==> src/verilog/cpu_isa_pkg.sv <==
// CPU ISA package holding the datapath width and opcode classes seen by the trace unit
`default_nettype none

package cpu_isa_pkg;

    ////////////////////////////////////////////////////////////////////////////
    // Datapath widths
    ////////////////////////////////////////////////////////////////////////////

    localparam int XLEN  = 32;  // Data and PC width
    localparam int OPC_W = 4;   // Opcode class field

    ////////////////////////////////////////////////////////////////////////////
    // Opcode classes presented by decode
    ////////////////////////////////////////////////////////////////////////////

    typedef enum logic [OPC_W-1:0] {
        OP_NOP    = 4'h0,   // No operation
        OP_ALU    = 4'h1,   // Register or immediate arithmetic
        OP_LOAD   = 4'h2,   // Memory read
        OP_STORE  = 4'h3,   // Memory write
        OP_BRANCH = 4'h4,   // Taken or not taken branch
        OP_HLT    = 4'hF    // Halt, last instruction traced
    } opcode_t;

endpackage

`default_nettype wire
==> src/verilog/trace_pkg.sv <==
// Trace unit package with ID, record store, retire FIFO and credit sizing plus tracker states
`default_nettype none

package trace_pkg;

    ////////////////////////////////////////////////////////////////////////////
    // Sequence IDs and per-ID record slots
    ////////////////////////////////////////////////////////////////////////////

    localparam int ID_W        = 3;             // Sequence ID width
    localparam int STORE_DEPTH = 1 << ID_W;     // One slot per ID value
    localparam int STALL_W     = 4;             // Stall counter width

    localparam logic [STALL_W-1:0] STALL_MAX = '1;  // Counter saturates here

    ////////////////////////////////////////////////////////////////////////////
    // Retire FIFO and credit stream
    ////////////////////////////////////////////////////////////////////////////

    localparam int QUEUE_DEPTH   = 4;                           // Records held under back-pressure
    localparam int QPTR_W        = $clog2(QUEUE_DEPTH);         // Read and write pointers
    localparam int QCNT_W        = $clog2(QUEUE_DEPTH + 1);     // Fill level 0..QUEUE_DEPTH
    localparam int TRACE_CREDITS = 4;                           // Consumer credits after reset
    localparam int CREDIT_W      = $clog2(TRACE_CREDITS + 1);   // Credit counter 0..TRACE_CREDITS

    // Packed record is id, pc, opcode, stall count, exec, mem, wb
    localparam int REC_W = ID_W + STALL_W + cpu_isa_pkg::OPC_W + 4 * cpu_isa_pkg::XLEN;

    // Tracker FSM
    typedef enum logic [1:0] {
        TRK_RUN        = 2'd0,  // Pipeline advancing
        TRK_STALL      = 2'd1,  // Fetch and decode held on the last edge
        TRK_HALT_DRAIN = 2'd2,  // HLT record leaving the store
        TRK_HALTED     = 2'd3   // Tracing stopped until reset
    } tracker_state_t;

endpackage

`default_nettype wire

==> src/verilog/pipe_trace_top.sv <==
// Pipeline trace unit top joining the stage tracker, trace store and retire queue
`default_nettype none

module pipe_trace_top
    import cpu_isa_pkg::*;
    import trace_pkg::*;
(
    input  logic               clk,
    input  logic               rst_n,
    input  logic               stall,               // CPU stall
    input  logic [XLEN-1:0]    fetch_pc,
    input  opcode_t            decode_opcode,
    input  logic [XLEN-1:0]    exec_result,
    input  logic [XLEN-1:0]    mem_addr,
    input  logic [XLEN-1:0]    wb_data,
    input  logic               trace_credit,        // Credit return from consumer
    output logic               trace_valid,
    output logic [ID_W-1:0]    trace_id,
    output logic [XLEN-1:0]    trace_pc,
    output opcode_t            trace_opcode,
    output logic [STALL_W-1:0] trace_stall_cycles,
    output logic [XLEN-1:0]    trace_exec,
    output logic [XLEN-1:0]    trace_mem,
    output logic [XLEN-1:0]    trace_wb,
    output logic               trace_overflow,
    output logic               halted
);

    // Tracker to store
    logic            v_fetch, v_decode, v_exec, v_mem, v_wb;
    logic [ID_W-1:0] id_fetch, id_decode, id_exec, id_mem, id_wb;
    logic            in_stall;
    opcode_t         wb_opcode;     // Store back to tracker

    // Store to queue
    logic               rec_push;
    logic [ID_W-1:0]    rec_id;
    logic [XLEN-1:0]    rec_pc;
    opcode_t            rec_opcode;
    logic [STALL_W-1:0] rec_stall_cycles;
    logic [XLEN-1:0]    rec_exec, rec_mem, rec_wb;

    stage_tracker tracker_i (
        .clk, .rst_n, .stall, .wb_opcode,
        .v_fetch, .v_decode, .v_exec, .v_mem, .v_wb,
        .id_fetch, .id_decode, .id_exec, .id_mem, .id_wb,
        .in_stall, .halted
    );

    trace_store store_i (
        .clk, .rst_n,
        .v_fetch, .v_decode, .v_exec, .v_mem, .v_wb,
        .id_fetch, .id_decode, .id_exec, .id_mem, .id_wb,
        .in_stall, .fetch_pc, .decode_opcode, .exec_result, .mem_addr, .wb_data,
        .wb_opcode, .rec_push, .rec_id, .rec_pc, .rec_opcode, .rec_stall_cycles,
        .rec_exec, .rec_mem, .rec_wb
    );

    retire_queue queue_i (
        .clk, .rst_n,
        .rec_push, .rec_id, .rec_pc, .rec_opcode, .rec_stall_cycles,
        .rec_exec, .rec_mem, .rec_wb, .trace_credit,
        .trace_valid, .trace_id, .trace_pc, .trace_opcode, .trace_stall_cycles,
        .trace_exec, .trace_mem, .trace_wb, .trace_overflow
    );

endmodule

`default_nettype wire

==> src/verilog/retire_queue.sv <==
// Retire queue that buffers trace records and releases them against consumer credits
`default_nettype none

module retire_queue
    import cpu_isa_pkg::*;
    import trace_pkg::*;
(
    input  logic               clk,
    input  logic               rst_n,
    input  logic               rec_push,
    input  logic [ID_W-1:0]    rec_id,
    input  logic [XLEN-1:0]    rec_pc,
    input  opcode_t            rec_opcode,
    input  logic [STALL_W-1:0] rec_stall_cycles,
    input  logic [XLEN-1:0]    rec_exec,
    input  logic [XLEN-1:0]    rec_mem,
    input  logic [XLEN-1:0]    rec_wb,
    input  logic               trace_credit,    // One credit back per pulse
    output logic               trace_valid,
    output logic [ID_W-1:0]    trace_id,
    output logic [XLEN-1:0]    trace_pc,
    output opcode_t            trace_opcode,
    output logic [STALL_W-1:0] trace_stall_cycles,
    output logic [XLEN-1:0]    trace_exec,
    output logic [XLEN-1:0]    trace_mem,
    output logic [XLEN-1:0]    trace_wb,
    output logic               trace_overflow   // Sticky until reset
);

    logic [REC_W-1:0]    fifo_mem [QUEUE_DEPTH];
    logic [REC_W-1:0]    head;
    logic [OPC_W-1:0]    head_opc;
    logic [QPTR_W-1:0]   wr_ptr, rd_ptr;
    logic [QCNT_W-1:0]   count;
    logic [CREDIT_W-1:0] credits;
    logic                pop;       // Record leaves this cycle
    logic                accept;    // Pushed record is kept

    assign pop         = (count != '0) && (credits != '0);
    assign accept      = rec_push && ((count != QCNT_W'(QUEUE_DEPTH)) || pop);
    assign trace_valid = pop;

    // Head of FIFO drives the stream directly
    assign head = fifo_mem[rd_ptr];
    assign {trace_id, trace_pc, head_opc, trace_stall_cycles, trace_exec, trace_mem, trace_wb} = head;
    assign trace_opcode = opcode_t'(head_opc);

    always_ff @(posedge clk) begin
        if (accept)
            fifo_mem[wr_ptr] <= {rec_id, rec_pc, rec_opcode, rec_stall_cycles,
                                 rec_exec, rec_mem, rec_wb};
    end

    always_ff @(posedge clk) begin
        if (!rst_n) begin
            wr_ptr         <= '0;
            rd_ptr         <= '0;
            count          <= '0;
            credits        <= CREDIT_W'(TRACE_CREDITS);
            trace_overflow <= 1'b0;
        end else begin
            if (accept)
                wr_ptr <= wr_ptr + 1'b1;    // Depth is a power of two, pointers wrap
            if (pop)
                rd_ptr <= rd_ptr + 1'b1;
            count   <= count + QCNT_W'(accept) - QCNT_W'(pop);
            credits <= credits - CREDIT_W'(pop) + CREDIT_W'(trace_credit);
            if (rec_push && !accept)
                trace_overflow <= 1'b1;     // Record dropped, FIFO was full
        end
    end

    // Consumer returns no more credits than it was given
    a_credit_bound: assert property (@(posedge clk) disable iff (!rst_n)
        credits <= CREDIT_W'(TRACE_CREDITS));

    // Spending the last credit stops the stream until one comes back
    a_no_send_without_credit: assert property (@(posedge clk) disable iff (!rst_n)
        (trace_valid && (credits == CREDIT_W'(1)) && !trace_credit) |=> !trace_valid);

endmodule

`default_nettype wire

==> src/verilog/trace_store.sv <==
// Trace store holding stage fields per sequence ID and assembling the retire record
`default_nettype none

module trace_store
    import cpu_isa_pkg::*;
    import trace_pkg::*;
(
    input  logic               clk,
    input  logic               rst_n,
    input  logic               v_fetch,
    input  logic               v_decode,
    input  logic               v_exec,
    input  logic               v_mem,
    input  logic               v_wb,
    input  logic [ID_W-1:0]    id_fetch,
    input  logic [ID_W-1:0]    id_decode,
    input  logic [ID_W-1:0]    id_exec,
    input  logic [ID_W-1:0]    id_mem,
    input  logic [ID_W-1:0]    id_wb,
    input  logic               in_stall,
    input  logic [XLEN-1:0]    fetch_pc,
    input  opcode_t            decode_opcode,
    input  logic [XLEN-1:0]    exec_result,
    input  logic [XLEN-1:0]    mem_addr,
    input  logic [XLEN-1:0]    wb_data,
    output opcode_t            wb_opcode,       // To the tracker for halt detection
    output logic               rec_push,
    output logic [ID_W-1:0]    rec_id,
    output logic [XLEN-1:0]    rec_pc,
    output opcode_t            rec_opcode,
    output logic [STALL_W-1:0] rec_stall_cycles,
    output logic [XLEN-1:0]    rec_exec,
    output logic [XLEN-1:0]    rec_mem,
    output logic [XLEN-1:0]    rec_wb
);

    logic [XLEN-1:0]    pc_mem    [STORE_DEPTH];    // Fetch PC per ID
    opcode_t            opc_mem   [STORE_DEPTH];    // Decoded opcode per ID
    logic [STALL_W-1:0] stall_mem [STORE_DEPTH];    // Fetch plus decode stall cycles
    logic [XLEN-1:0]    exec_mem  [STORE_DEPTH];    // Execute result per ID
    logic [XLEN-1:0]    addr_mem  [STORE_DEPTH];    // Memory address per ID
    logic               wb_is_hlt;

    function automatic logic [STALL_W-1:0] sat_inc(input logic [STALL_W-1:0] cnt);
        return (cnt == STALL_MAX) ? cnt : cnt + 1'b1;
    endfunction

    assign wb_opcode = opc_mem[id_wb];
    assign wb_is_hlt = (wb_opcode == OP_HLT);

    ////////////////////////////////////////////////////////////////////////////
    // Stage field capture
    ////////////////////////////////////////////////////////////////////////////

    always_ff @(posedge clk) begin
        if (v_fetch) begin
            pc_mem[id_fetch] <= fetch_pc;
            if (in_stall)
                stall_mem[id_fetch] <= sat_inc(stall_mem[id_fetch]);
            else
                stall_mem[id_fetch] <= '0;  // First cycle of this ID in fetch
        end
        if (v_decode) begin
            opc_mem[id_decode] <= decode_opcode;
            if (in_stall)
                stall_mem[id_decode] <= sat_inc(stall_mem[id_decode]);
        end
        if (v_exec)
            exec_mem[id_exec] <= exec_result;
        if (v_mem)
            addr_mem[id_mem] <= mem_addr;
    end

    ////////////////////////////////////////////////////////////////////////////
    // Retire record, one cycle after write-back
    ////////////////////////////////////////////////////////////////////////////

    always_ff @(posedge clk) begin
        if (!rst_n) begin
            rec_push <= 1'b0;
        end else begin
            rec_push <= v_wb;
        end
    end

    always_ff @(posedge clk) begin
        if (v_wb) begin
            rec_id           <= id_wb;
            rec_pc           <= pc_mem[id_wb];
            rec_opcode       <= wb_opcode;
            rec_stall_cycles <= stall_mem[id_wb];
            rec_exec         <= wb_is_hlt ? '0 : exec_mem[id_wb];   // HLT has no later stages
            rec_mem          <= wb_is_hlt ? '0 : addr_mem[id_wb];
            rec_wb           <= wb_is_hlt ? '0 : wb_data;
        end
    end

endmodule

`default_nettype wire

==> src/verilog/stage_tracker.sv <==
// Stage tracker that follows sequence IDs through the five pipeline stages and runs the halt FSM
`default_nettype none

module stage_tracker
    import cpu_isa_pkg::*;
    import trace_pkg::*;
(
    input  logic            clk,
    input  logic            rst_n,
    input  logic            stall,      // Freezes fetch and decode
    input  opcode_t         wb_opcode,  // Opcode stored for the write-back ID
    output logic            v_fetch,
    output logic            v_decode,
    output logic            v_exec,
    output logic            v_mem,
    output logic            v_wb,
    output logic [ID_W-1:0] id_fetch,
    output logic [ID_W-1:0] id_decode,
    output logic [ID_W-1:0] id_exec,
    output logic [ID_W-1:0] id_mem,
    output logic [ID_W-1:0] id_wb,
    output logic            in_stall,   // Fetch and decode slots count a stall cycle
    output logic            halted
);

    tracker_state_t       state, state_nxt;
    logic                 hlt_wb;       // HLT retiring this cycle
    logic                 frozen;       // Nothing moves once the halt is seen
    logic                 advance;      // Fetch and decode move on this edge
    logic [4:0]           v_vec;        // Stage valids, write-back at bit 0
    logic [4:0][ID_W-1:0] id_vec;       // Stage IDs, same order
    logic                 ids_ordered;

    assign hlt_wb   = v_wb && (wb_opcode == OP_HLT);
    assign frozen   = hlt_wb || (state == TRK_HALT_DRAIN) || (state == TRK_HALTED);
    assign advance  = !stall;
    assign in_stall = (state == TRK_STALL);
    assign halted   = (state == TRK_HALTED);

    ////////////////////////////////////////////////////////////////////////////
    // Tracker FSM
    ////////////////////////////////////////////////////////////////////////////

    always_comb begin
        state_nxt = state;
        case (state)
            TRK_RUN, TRK_STALL: begin
                if (hlt_wb) begin
                    state_nxt = TRK_HALT_DRAIN;     // Store pushes the HLT record next
                end else if (stall) begin
                    state_nxt = TRK_STALL;
                end else begin
                    state_nxt = TRK_RUN;
                end
            end
            TRK_HALT_DRAIN: state_nxt = TRK_HALTED;
            TRK_HALTED:     state_nxt = TRK_HALTED; // Only reset leaves
            default:        state_nxt = TRK_RUN;
        endcase
    end

    always_ff @(posedge clk) begin
        if (!rst_n) begin
            state <= TRK_RUN;
        end else begin
            state <= state_nxt;
        end
    end

    ////////////////////////////////////////////////////////////////////////////
    // Stage valids and IDs
    ////////////////////////////////////////////////////////////////////////////

    always_ff @(posedge clk) begin
        if (!rst_n) begin
            v_fetch  <= 1'b0;
            v_decode <= 1'b0;
            v_exec   <= 1'b0;
            v_mem    <= 1'b0;
            v_wb     <= 1'b0;
        end else if (frozen) begin
            v_fetch  <= 1'b0;   // Younger instructions are never traced
            v_decode <= 1'b0;
            v_exec   <= 1'b0;
            v_mem    <= 1'b0;
            v_wb     <= 1'b0;
        end else begin
            if (advance) begin
                v_fetch  <= 1'b1;   // CPU fetches every free cycle
                v_decode <= v_fetch;
            end
            v_exec <= advance ? v_decode : 1'b0;    // Bubble into execute on stall
            v_mem  <= v_exec;
            v_wb   <= v_mem;
        end
    end

    always_ff @(posedge clk) begin
        if (!rst_n) begin
            id_fetch  <= '0;
            id_decode <= '0;
            id_exec   <= '0;
            id_mem    <= '0;
            id_wb     <= '0;
        end else begin
            if (advance) begin
                id_fetch  <= id_fetch + ID_W'(v_fetch);  // First fetch after reset keeps ID 0
                id_decode <= id_fetch;
                id_exec   <= id_decode;
            end
            id_mem <= id_exec;
            id_wb  <= id_mem;
        end
    end

    // Valid IDs must count up by one from write-back towards fetch
    assign v_vec  = {v_fetch, v_decode, v_exec, v_mem, v_wb};
    assign id_vec = {id_fetch, id_decode, id_exec, id_mem, id_wb};

    always_comb begin : id_order
        logic            seen;
        logic [ID_W-1:0] prev;
        seen        = 1'b0;
        prev        = '0;
        ids_ordered = 1'b1;
        for (int i = 0; i < 5; i++) begin
            if (v_vec[i]) begin
                if (seen && (id_vec[i] != ID_W'(prev + 1'b1)))
                    ids_ordered = 1'b0;
                seen = 1'b1;
                prev = id_vec[i];
            end
        end
    end

    a_no_wb_halted: assert property (@(posedge clk) disable iff (!rst_n)
        (state == TRK_HALTED) |-> !v_wb);

    a_ids_ordered: assert property (@(posedge clk) disable iff (!rst_n) ids_ordered);

endmodule

`default_nettype wire

==> config.mk <==
export PLATFORM = sky130hd
export DESIGN_NAME = pipe_trace_top
export DESIGN_NICKNAME = d
export VERILOG_FILES = /design/src/verilog/cpu_isa_pkg.sv /design/src/verilog/trace_pkg.sv /design/src/verilog/pipe_trace_top.sv /design/src/verilog/retire_queue.sv /design/src/verilog/trace_store.sv /design/src/verilog/stage_tracker.sv
export SDC_FILE = /design/constraint.sdc
export NUM_CORES = 1
export LEC_CHECK = 0
export ABC_AREA = 0
export BUFFER_PORTS_ARGS = -buffer_cell sky130_fd_sc_hd__buf_2
export CAP_MARGIN = 20
export CORE_MARGIN = 1
export CORE_UTILIZATION = 32
export DETAILED_ROUTE_END_ITERATION = 10
export PLACE_DENSITY = 0.47
export SYNTH_ARGS = -nofsm -noshare
export SYNTH_HDL_FRONTEND = slang
export SYNTH_SLANG_ARGS = --single-unit
==> constraint.sdc <==
create_clock -name clk -period 10.9 [get_ports clk]
set_input_delay 1.09 -clock clk [delete_from_list [all_inputs] [get_ports clk]]
set_output_delay 1.09 -clock clk [all_outputs]
set_load 0.005 [all_outputs]
# == Word level (Yosys, flattened, before mapping) ==
# Memories as Yosys holds them, arrays and structs flattened. A register that Yosys moved wholly into a read port is not among the register bits.
# Index checks and enable logic that the tools add are counted.
# Widths: inputs -> output; s select.
# totals
ff_bits,73
mem_bits_rw,1388
out_inout_bits,142
latch_bits,0
elab_cells,90
n_memories,6
rom_bits,0
inputBits,136
# mem_list
memory,depth,word_bits,read_ports,rd_clocked_by_memory_dff,wr,line_no,text
queue_i.fifo_mem,4,139,1,1,1,retire_queue.sv:30,logic [REC_W-1:0] fifo_mem [QUEUE_DEPTH];
store_i.addr_mem,8,32,1,1,1,trace_store.sv:41,logic [XLEN-1:0] addr_mem [STORE_DEPTH];
store_i.exec_mem,8,32,1,1,1,trace_store.sv:40,logic [XLEN-1:0] exec_mem [STORE_DEPTH];
store_i.pc_mem,8,32,1,1,1,trace_store.sv:37,logic [XLEN-1:0] pc_mem [STORE_DEPTH];
store_i.opc_mem,8,4,1,1,1,trace_store.sv:38,opcode_t opc_mem [STORE_DEPTH];
store_i.stall_mem,8,4,3,3,2,trace_store.sv:39,logic [STALL_W-1:0] stall_mem [STORE_DEPTH];
# op_classes
muxes,31
magnitude_cmp,0
shift,0
n_mul,0
eq_ne,7
add_sub_neg,9
div_mod_pow,0
reduce_logical,15
bitwise_logic,2
# ops
cell,n
$mux 1,19
$mux 3,5
$eq 4x4->1 const B,3
$mux 4,3
$add 3x1->3,3
$add 4x1->4 const B,2
$mux 2,3
$reduce_bool 3->1,2
$reduce_or 2->1,3
$sub 3x1->3,2
$add 2x1->2 const B,2
$eq 2x2->1 const B,2
$logic_and 1x1->1,4
$pmux 2 s2,1
$logic_or 1x1->1,3
$ne 3x3->1 const B,1
$reduce_or 3->1,1
$eq 2x1->1 const B,1
$logic_not 2->1,1
$logic_not 1->1,1
$not 1->1,1
$or 1x1->1,1

# == Depth between registers and ports, before layout ==
# Gate-level depths: netlist of the first run.
# logic_depth
ltp_word,6
depth_mapped,9

# == Modules after synthesis ==
# A second synthesis of the first run with hierarchy kept.
# unflattened
hier_cells,2531
area_unflattened_um2,59002.8
# modules_own_cells
module,cells_each,seq_area_each_um2,area_per_inst_um2,n_inst
trace_store,1663,29178.0,37488.5,1
retire_queue,797,16956.3,20729.9,1
stage_tracker,71,440.4,784.5,1

# == Worst setup path before layout of the first run ==
# Ideal clock, no wire load.
# synth_timing
path_type,reg-to-reg
from,register queue_i.credits[1]
to,memory queue_i.fifo_mem[0][0] (netlist bit) (enable)
stages_incl_launch_ff,4
period_less_slack_ps,4692
setup_ps,515
slack_ps,6208
arrival_time_ps,4177
required_time_ps,10385
cell_sequence,dfxtp_1 nor3_1 a31oi_1 and2_1
# synth_via
elab_chain_len,6
# synth_lines
item,line_no,text
start: declaration,retire_queue.sv:35,logic [CREDIT_W-1:0] credits;
start signal: assignment,retire_queue.sv:59,credits <= CREDIT_W'(TRACE_CREDITS);
start signal: assignment,retire_queue.sv:67,credits <= credits - CREDIT_W'(pop) + CREDIT_W'(trace_credit);
$reduce_bool 3->1,retire_queue.sv:39,assign pop = (count != '0) && (credits != '0);
$logic_and 1x1->1,retire_queue.sv:39,
$logic_or 1x1->1,retire_queue.sv:40,assign accept = rec_push && ((count != QCNT_W'(QUEUE_DEPTH)) || pop);
$logic_and 1x1->1,retire_queue.sv:40,
via queue_i.accept,retire_queue.sv:37,logic accept;
$mux 1,retire_queue.sv:49,if (accept)
$mux 1 (not written as such),retire_queue.sv:50,"fifo_mem[wr_ptr] <= {rec_id, rec_pc, rec_opcode, rec_stall_cycles,"
end: declaration,retire_queue.sv:30,
# The timed path passes the listed nets, and every way through them passes these cells.

==> results.json, run 1 <==
{
  "die_x_um": 430,
  "drc_errors": 0,
  "clk_pin_slew_ns": 0.06,
  "finalSetupTns_ns": 0,
  "fin_hold_ws_ns": 0.473,
  "critPathRequiredTime_ns": 11.39,
  "cts_setup_buffers": 0,
  "slew_viol_final": 0,
  "stdcell_count": 5387,
  "drv_cap": 0,
  "synth_top_family_by_area": "multiplexers",
  "gp_congestion": 0.785,
  "reg2reg_depth": 7,
  "cts_resized": 0,
  "power.density_nw_per_um2": 195,
  "ys_async_sr_fraction": 0,
  "cts_inserted_buffers": 161,
  "overflow": 0,
  "period_share": 0.411,
  "cpMostUsedCell": "buf_4",
  "drt_first_pass_iters": 7,
  "synthSimpleGateAreaFrac": 0.0197,
  "drtIter0Drc": 1460,
  "grt_max_degree": 90,
  "hpwlAfterDp_um": 76800,
  "grt_pass1_vias": 28300,
  "worstSetupStartpointType": "register",
  "worst_pin_slew_ns": 1.12,
  "cts_sinks": 1569,
  "ant_nets": 0,
  "peakVddDrop_v": 0.000165,
  "synth_area_leaders": "edfxtp_1 78%, mux4_2 14%, mux2i_1 1.6%",
  "setup_viol_count_final": 0,
  "synthDominantCellAreaShare": 0.783,
  "ys_warn_count": 0,
  "pre_cts_ws_ns": 6.16,
  "drive_above_1_share": 0.336,
  "period_minus_slack_ns": 4.48,
  "clockBufferDepth": 3,
  "r2r_end": "store_i.rec_mem[2]$_SDFFCE_PN0P_",
  "grt_pass1_wl_um": 194000,
  "cts-root-buf": "clkbuf_16",
  "h-tree-depth": 4,
  "antenna_found_initial": 48,
  "ys_types": 47,
  "syn_area_um2": 58600,
  "num_vias": 25900,
  "cpPeakStageDelay_ns": 0.93,
  "initial_core_util": 0.323,
  "max_freq_mhz": 223,
  "rows": 156,
  "endpoint_kind": "register",
  "r2r_start": "tracker_i.id_wb[0]$_SDFF_PN0_",
  "port_buffers": 277,
  "hold_path.class": "register to register",
  "clock_skew_ns": 0.0231,
  "hold_path_end": "tracker_i.v_wb$_SDFF_PP0_",
  "yosysMostFrequentCell": "edfxtp_1",
  "wl_per_cell_um": 24.7,
  "criticalPathCategory": "register to register",
  "syn_nets": 2662,
  "arrival_ns": 4.97,
  "outcome": "finished, final reports clean",
  "synth_ff_type": "edfxtp_1",
  "crit_chain": "buf_4 > mux4_2 > mux2i_1 > nor4_4 > buf_4 > buf_4 > nor2_1",
  "dp.cells": 5095,
  "yosys-top-cells-count": "1527 x edfxtp_1, 361 x mux4_2, 125 x nor2_1",
  "hold_path_depth": 2,
  "leakagePower_nw": 21.1,
  "synth-compound-area-share": 0.00628,
  "dieArea_um2": 185000,
  "hold_buffers": 0,
  "vias_per_cell": 4.80,
  "synth-xor-area-share": 0.00147,
  "total_power_mw": 13.4,
  "area_delta_synth_final_pct": 16.6,
  "wirelength_um": 133000,
  "synth_fa_ha_area_frac": 0.00282,
  "rsz0062_at_grt": "false",
  "muxShareOfSynthArea": 0.163,
  "timing.final.hold_violations": 0,
  "holdCritStartpoint": "tracker_i.v_mem$_SDFF_PP0_",
  "yosysSeqAreaShare": 0.797,
  "yosysTopAreaCell": "edfxtp_1",
  "io_pins": 278,
  "nNetsFinal": 3037,
  "syn_inst": 2514,
  "avgSynthCellArea_um2": 23.3,
  "critical_path.max_fanout": 58,
  "grt_usage": 0.145,
  "chipHeight_um": 430,
  "ys_ff_latch": 1569,
  "crit_slowest_cell": "dfxtp_4",
  "synth-edff-count": 1527,
  "max-slew-margin-rel": 0.254,
  "timing.reg2reg.setup_slack_ns": 6.42,
  "clk-insertion-delay-late_ns": 0.79,
  "layout_setup_ws_ns": 6.42,
  "cts_tree": "built",
  "core_um2": 181000
}
[registers in the layout, indices dropped and copies added, names as in the netlist, 4 cells and up, named ones only]
| register | flops |
|---|---|
| store_i.rec_exec | 32 |
| store_i.opc_mem | 32 |
| store_i.stall_mem | 32 |
| store_i.rec_wb | 32 |
| store_i.rec_mem | 32 |
| store_i.addr_mem | 256 |
| store_i.rec_pc | 32 |
| queue_i.fifo_mem | 556 |
| store_i.exec_mem | 256 |
| store_i.rec_stall_cycles | 4 |
| store_i.rec_opcode | 4 |
| store_i.pc_mem | 256 |
[kinds of logic after synthesis]
group           after synthesis
fa+ha+maj                    12
simple gates                237
xor+xnor                      9
compound gates               60
mux                         497
flops                      1569
buf+inv                     130
[worst max-delay path by stage]
stage                                             end                     startpoint
finish               store_i.rec_mem[2]$_SDFFCE_PN0P_  tracker_i.id_wb[0]$_SDFF_PN0_
global route         store_i.rec_wb[23]$_SDFFCE_PN0P_  tracker_i.id_wb[0]$_SDFF_PN0_
CTS                  store_i.rec_mem[2]$_SDFFCE_PN0P_  tracker_i.id_wb[0]$_SDFF_PN0_
detailed placement   store_i.rec_mem[2]$_SDFFCE_PN0P_  tracker_i.id_wb[0]$_SDFF_PN0_
global placement    store_i.rec_mem[16]$_SDFFCE_PN0P_  tracker_i.id_wb[0]$_SDFF_PN0_
floorplan            queue_i.fifo_mem[0][0]$_DFFE_PP_  queue_i.credits[1]$_SDFF_PN0_
[critical path: cells and delay by family, from the launching register on]
| kind | cells | cell delay, ns |
|---|---|---|
| buffers and inverters | 3 | 2.22 |
| AND/OR/NAND/NOR | 2 | 0.44 |
| multiplexers | 2 | 0.49 |
| flip-flops | 1 | 0.93 |
[stage by stage]
step                      utilization  area [µm²]
final                           0.377       68300
after detailed placement        0.348       63000
after global routing            0.377       68300
after global placement          0.348       63000
after CTS                       0.377       68300
after floorplan                     -       58600
[report_power, final]
part	switching, mW	leakage (nW)	internal, mW	total [mW]
Clock	2.26	2.56	3.23	5.48
Sequential	0.0603	14.1	6.63	6.69
Combinational	0.609	4.45	0.573	1.18
[routing by layer]
metal	wire [µm]	track usage	up-vias	part of all wire
li1	-	-	11300	-
met1	52100	0.166	13800	0.39
met2	72200	0.269	526	0.54
met3	5290	0.0296	245	0.040
met4	3080	0.0433	28	0.023
met5	172	0	-	0.0013
[layout make-up]
type,count,area (µm²)
inverters,13,48.8
fillers,16200,113000
clock inverters,95,1030
diodes,2,5.00
well taps,2370,2970
flip-flops and latches,1569,46700
multi-input cells,815,11500
repair buffers,329,1830
clock buffers,194,4240
[cells in the final DEF (no fill, tap or decap), types with 10 or more instances in the layout]
master / n
mux4_2: 361
inv_1: 11
or2_2: 10
clkbuf_1: 29
ha_1: 10
clkbuf_16: 165
clkinv_2: 24
mux2_2: 44
buf_4: 49
buf_2: 277
bufinv_16: 19
mux2i_1: 91
and2_1: 11
nor2b_1: 36
edfxtp_1: 1527
o22ai_1: 16
inv_6: 10
clkinv_1: 32
nor2_1: 107
nand2b_1: 14
o21ai_0: 22
dfxtp_1: 36
nor2_4: 18
nand2_1: 14
(Power assumes the default switching activity.)
==> inputs of run 2 (changes only) <==
clock period = 4.2 ns   (was 10.9 ns; I/O delays follow)
==> results.json, run 2 (same netlist as run 1, synthesis figures left out) <==
{
  "clock_power_share": 0.410,
  "max-slew-margin-rel": 0.253,
  "power_frac_comb": 0.093,
  "drv_cap": 0,
  "peakVddDrop_v": 0.000350,
  "finalSetupTns_ns": 0,
  "grt_usage": 0.150,
  "grt_max_degree": 100,
  "period_minus_slack_ns": 3.24,
  "cts-root-buf": "clkbuf_16",
  "num_vias": 26700,
  "swShare": 0.226,
  "critPathBufInv": 2,
  "chipHeight_um": 430,
  "endpoint_kind": "output port",
  "power.density_nw_per_um2": 499,
  "fillCellCount": 16200,
  "drive_above_1_share": 0.321,
  "crit_family": "multiplexers",
  "cts_inserted_buffers": 167,
  "cpPeakStageDelay_ns": 0.68,
  "clk_pin_slew_ns": 0.06,
  "vias_per_cell": 4.82,
  "io_pins": 278,
  "hold_path.class": "input port to register",
  "drc_errors": 0,
  "rows": 156,
  "crit_chain": "buf_12 > mux4_2 > buf_2",
  "stdcell_count": 5546,
  "crit_slowest_cell": "mux4_2",
  "max_freq_mhz": 308,
  "initial_core_util": 0.323,
  "grt_pass1_wl_um": 201000,
  "cts_sinks": 1569,
  "hpwlAfterDp_um": 80300,
  "worstSetupStartpointType": "register",
  "hold_buffers": 135,
  "antenna_found_initial": 22,
  "wirelength_um": 138000,
  "wl_per_cell_um": 24.8,
  "final_common_cell": "edfxtp_1",
  "core_um2": 181000,
  "dp.cells": 5100,
  "area_delta_synth_final_pct": 19.4,
  "switchingPower_mw": 7.90,
  "critical_path.max_fanout": 49,
  "grt_pass1_vias": 29300,
  "slew_viol_final": 0,
  "outcome": "finished, final reports clean",
  "drtIter0Drc": 1881,
  "die_x_um": 430,
  "top_register": "queue_i.fifo_mem",
  "final_cell_mix": "1527 x edfxtp_1, 361 x mux4_2, 278 x buf_2",
  "cts_resized": 0,
  "worst_pin_slew_ns": 1.11,
  "period_share": 0.772,
  "port_buffers": 277,
  "ant_nets": 0,
  "critPathRequiredTime_ns": 3.78,
  "arrival_ns": 2.82,
  "fin_hold_ws_ns": 0.442,
  "clock_skew_ns": 0.0300,
  "total_power_mw": 34.9,
  "pre_cts_ws_ns": 1.26,
  "gp_congestion": 0.797,
  "drt_first_pass_iters": 5,
  "cts_tree": "built",
  "p_seq_frac": 0.497,
  "layout_setup_ws_ns": 0.957,
  "h-tree-depth": 4,
  "dieArea_um2": 185000,
  "criticalPathCategory": "register to output port",
  "rsz0062_at_grt": "false",
  "clk-insertion-delay-late_ns": 0.81,
  "largest_reg_flops": 556,
  "setup_viol_count_final": 0,
  "clockBufferDepth": 3,
  "cts_setup_buffers": 0,
  "overflow": 0,
  "leakagePower_nw": 21.8,
  "timing.final.hold_violations": 0,
  "nNetsFinal": 3183,
  "p_int_mw": 27.0
}
## run 2: metrics by stage
step,area [µm²],util
after floorplan,58600,-
after global placement,63200,0.349
after detailed placement,63200,0.349
after CTS,69900,0.386
after global routing,69900,0.386
final,70000,0.386
## run 2: path summary, 6_finish.rpt
kind,startpoint,to,depth (start not counted),slack [ns]
worst min register to register,tracker_i.v_exec$_SDFF_PP0_,tracker_i.v_mem$_SDFF_PP0_,2,0.47
worst max-delay path,register,trace_stall_cycles[2],3,0.96
worst max register to register,register,store_i.stall_mem[7][0]$_DFFE_PP_,6,1.26
worst min-delay path,mem_addr[25],store_i.addr_mem[6][25]$_DFFE_PP_,2,0.44
## run 2: power groups by stage
stage / Sequential [mW] / Combinational, mW / Clock (mW)
final: 17.4 / 3.24 / 14.3
after global routing: 17.4 / 3.50 / 15.3
after CTS: 17.4 / 3.41 / 14.7
after detailed placement: 17.7 / 3.27 / 0
after global placement: 17.7 / 3.22 / 0
after floorplan: 17.6 / 1.87 / 0
## run 2: routing by layer
layer	wire length, µm	share of wire	vias to the layer above	global-route usage
met5	158	0.0011	-	0
met4	3010	0.022	24	0.0419
met3	5510	0.040	214	0.0295
met2	73000	0.53	564	0.269
met1	55900	0.41	14400	0.181
li1	-	-	11600	-
## run 2: area by class of cell
cell class / instances / area, µm² / area share
flip-flops and latches: 1569 / 46700 / 0.668
multi-input cells: 815 / 11500 / 0.165
clock buffers: 216 / 4360 / 0.0624
repair buffers: 469 / 3360 / 0.0481
well taps: 2370 / 2970 / 0.0424
clock inverters: 87 / 970 / 0.0139
inverters: 13 / 48.8 / 0.000698
diodes: 7 / 17.5 / 0.000250
## run 2: worst reg2reg max path: cells and delay by family, from the launching register on
family          cells  cell delay [ns]
mux                 2             0.92
xor+xnor            1             0.33
fa+ha+maj           1             0.26
flops               1             0.74
compound gates      1             0.16
simple gates        1             0.25
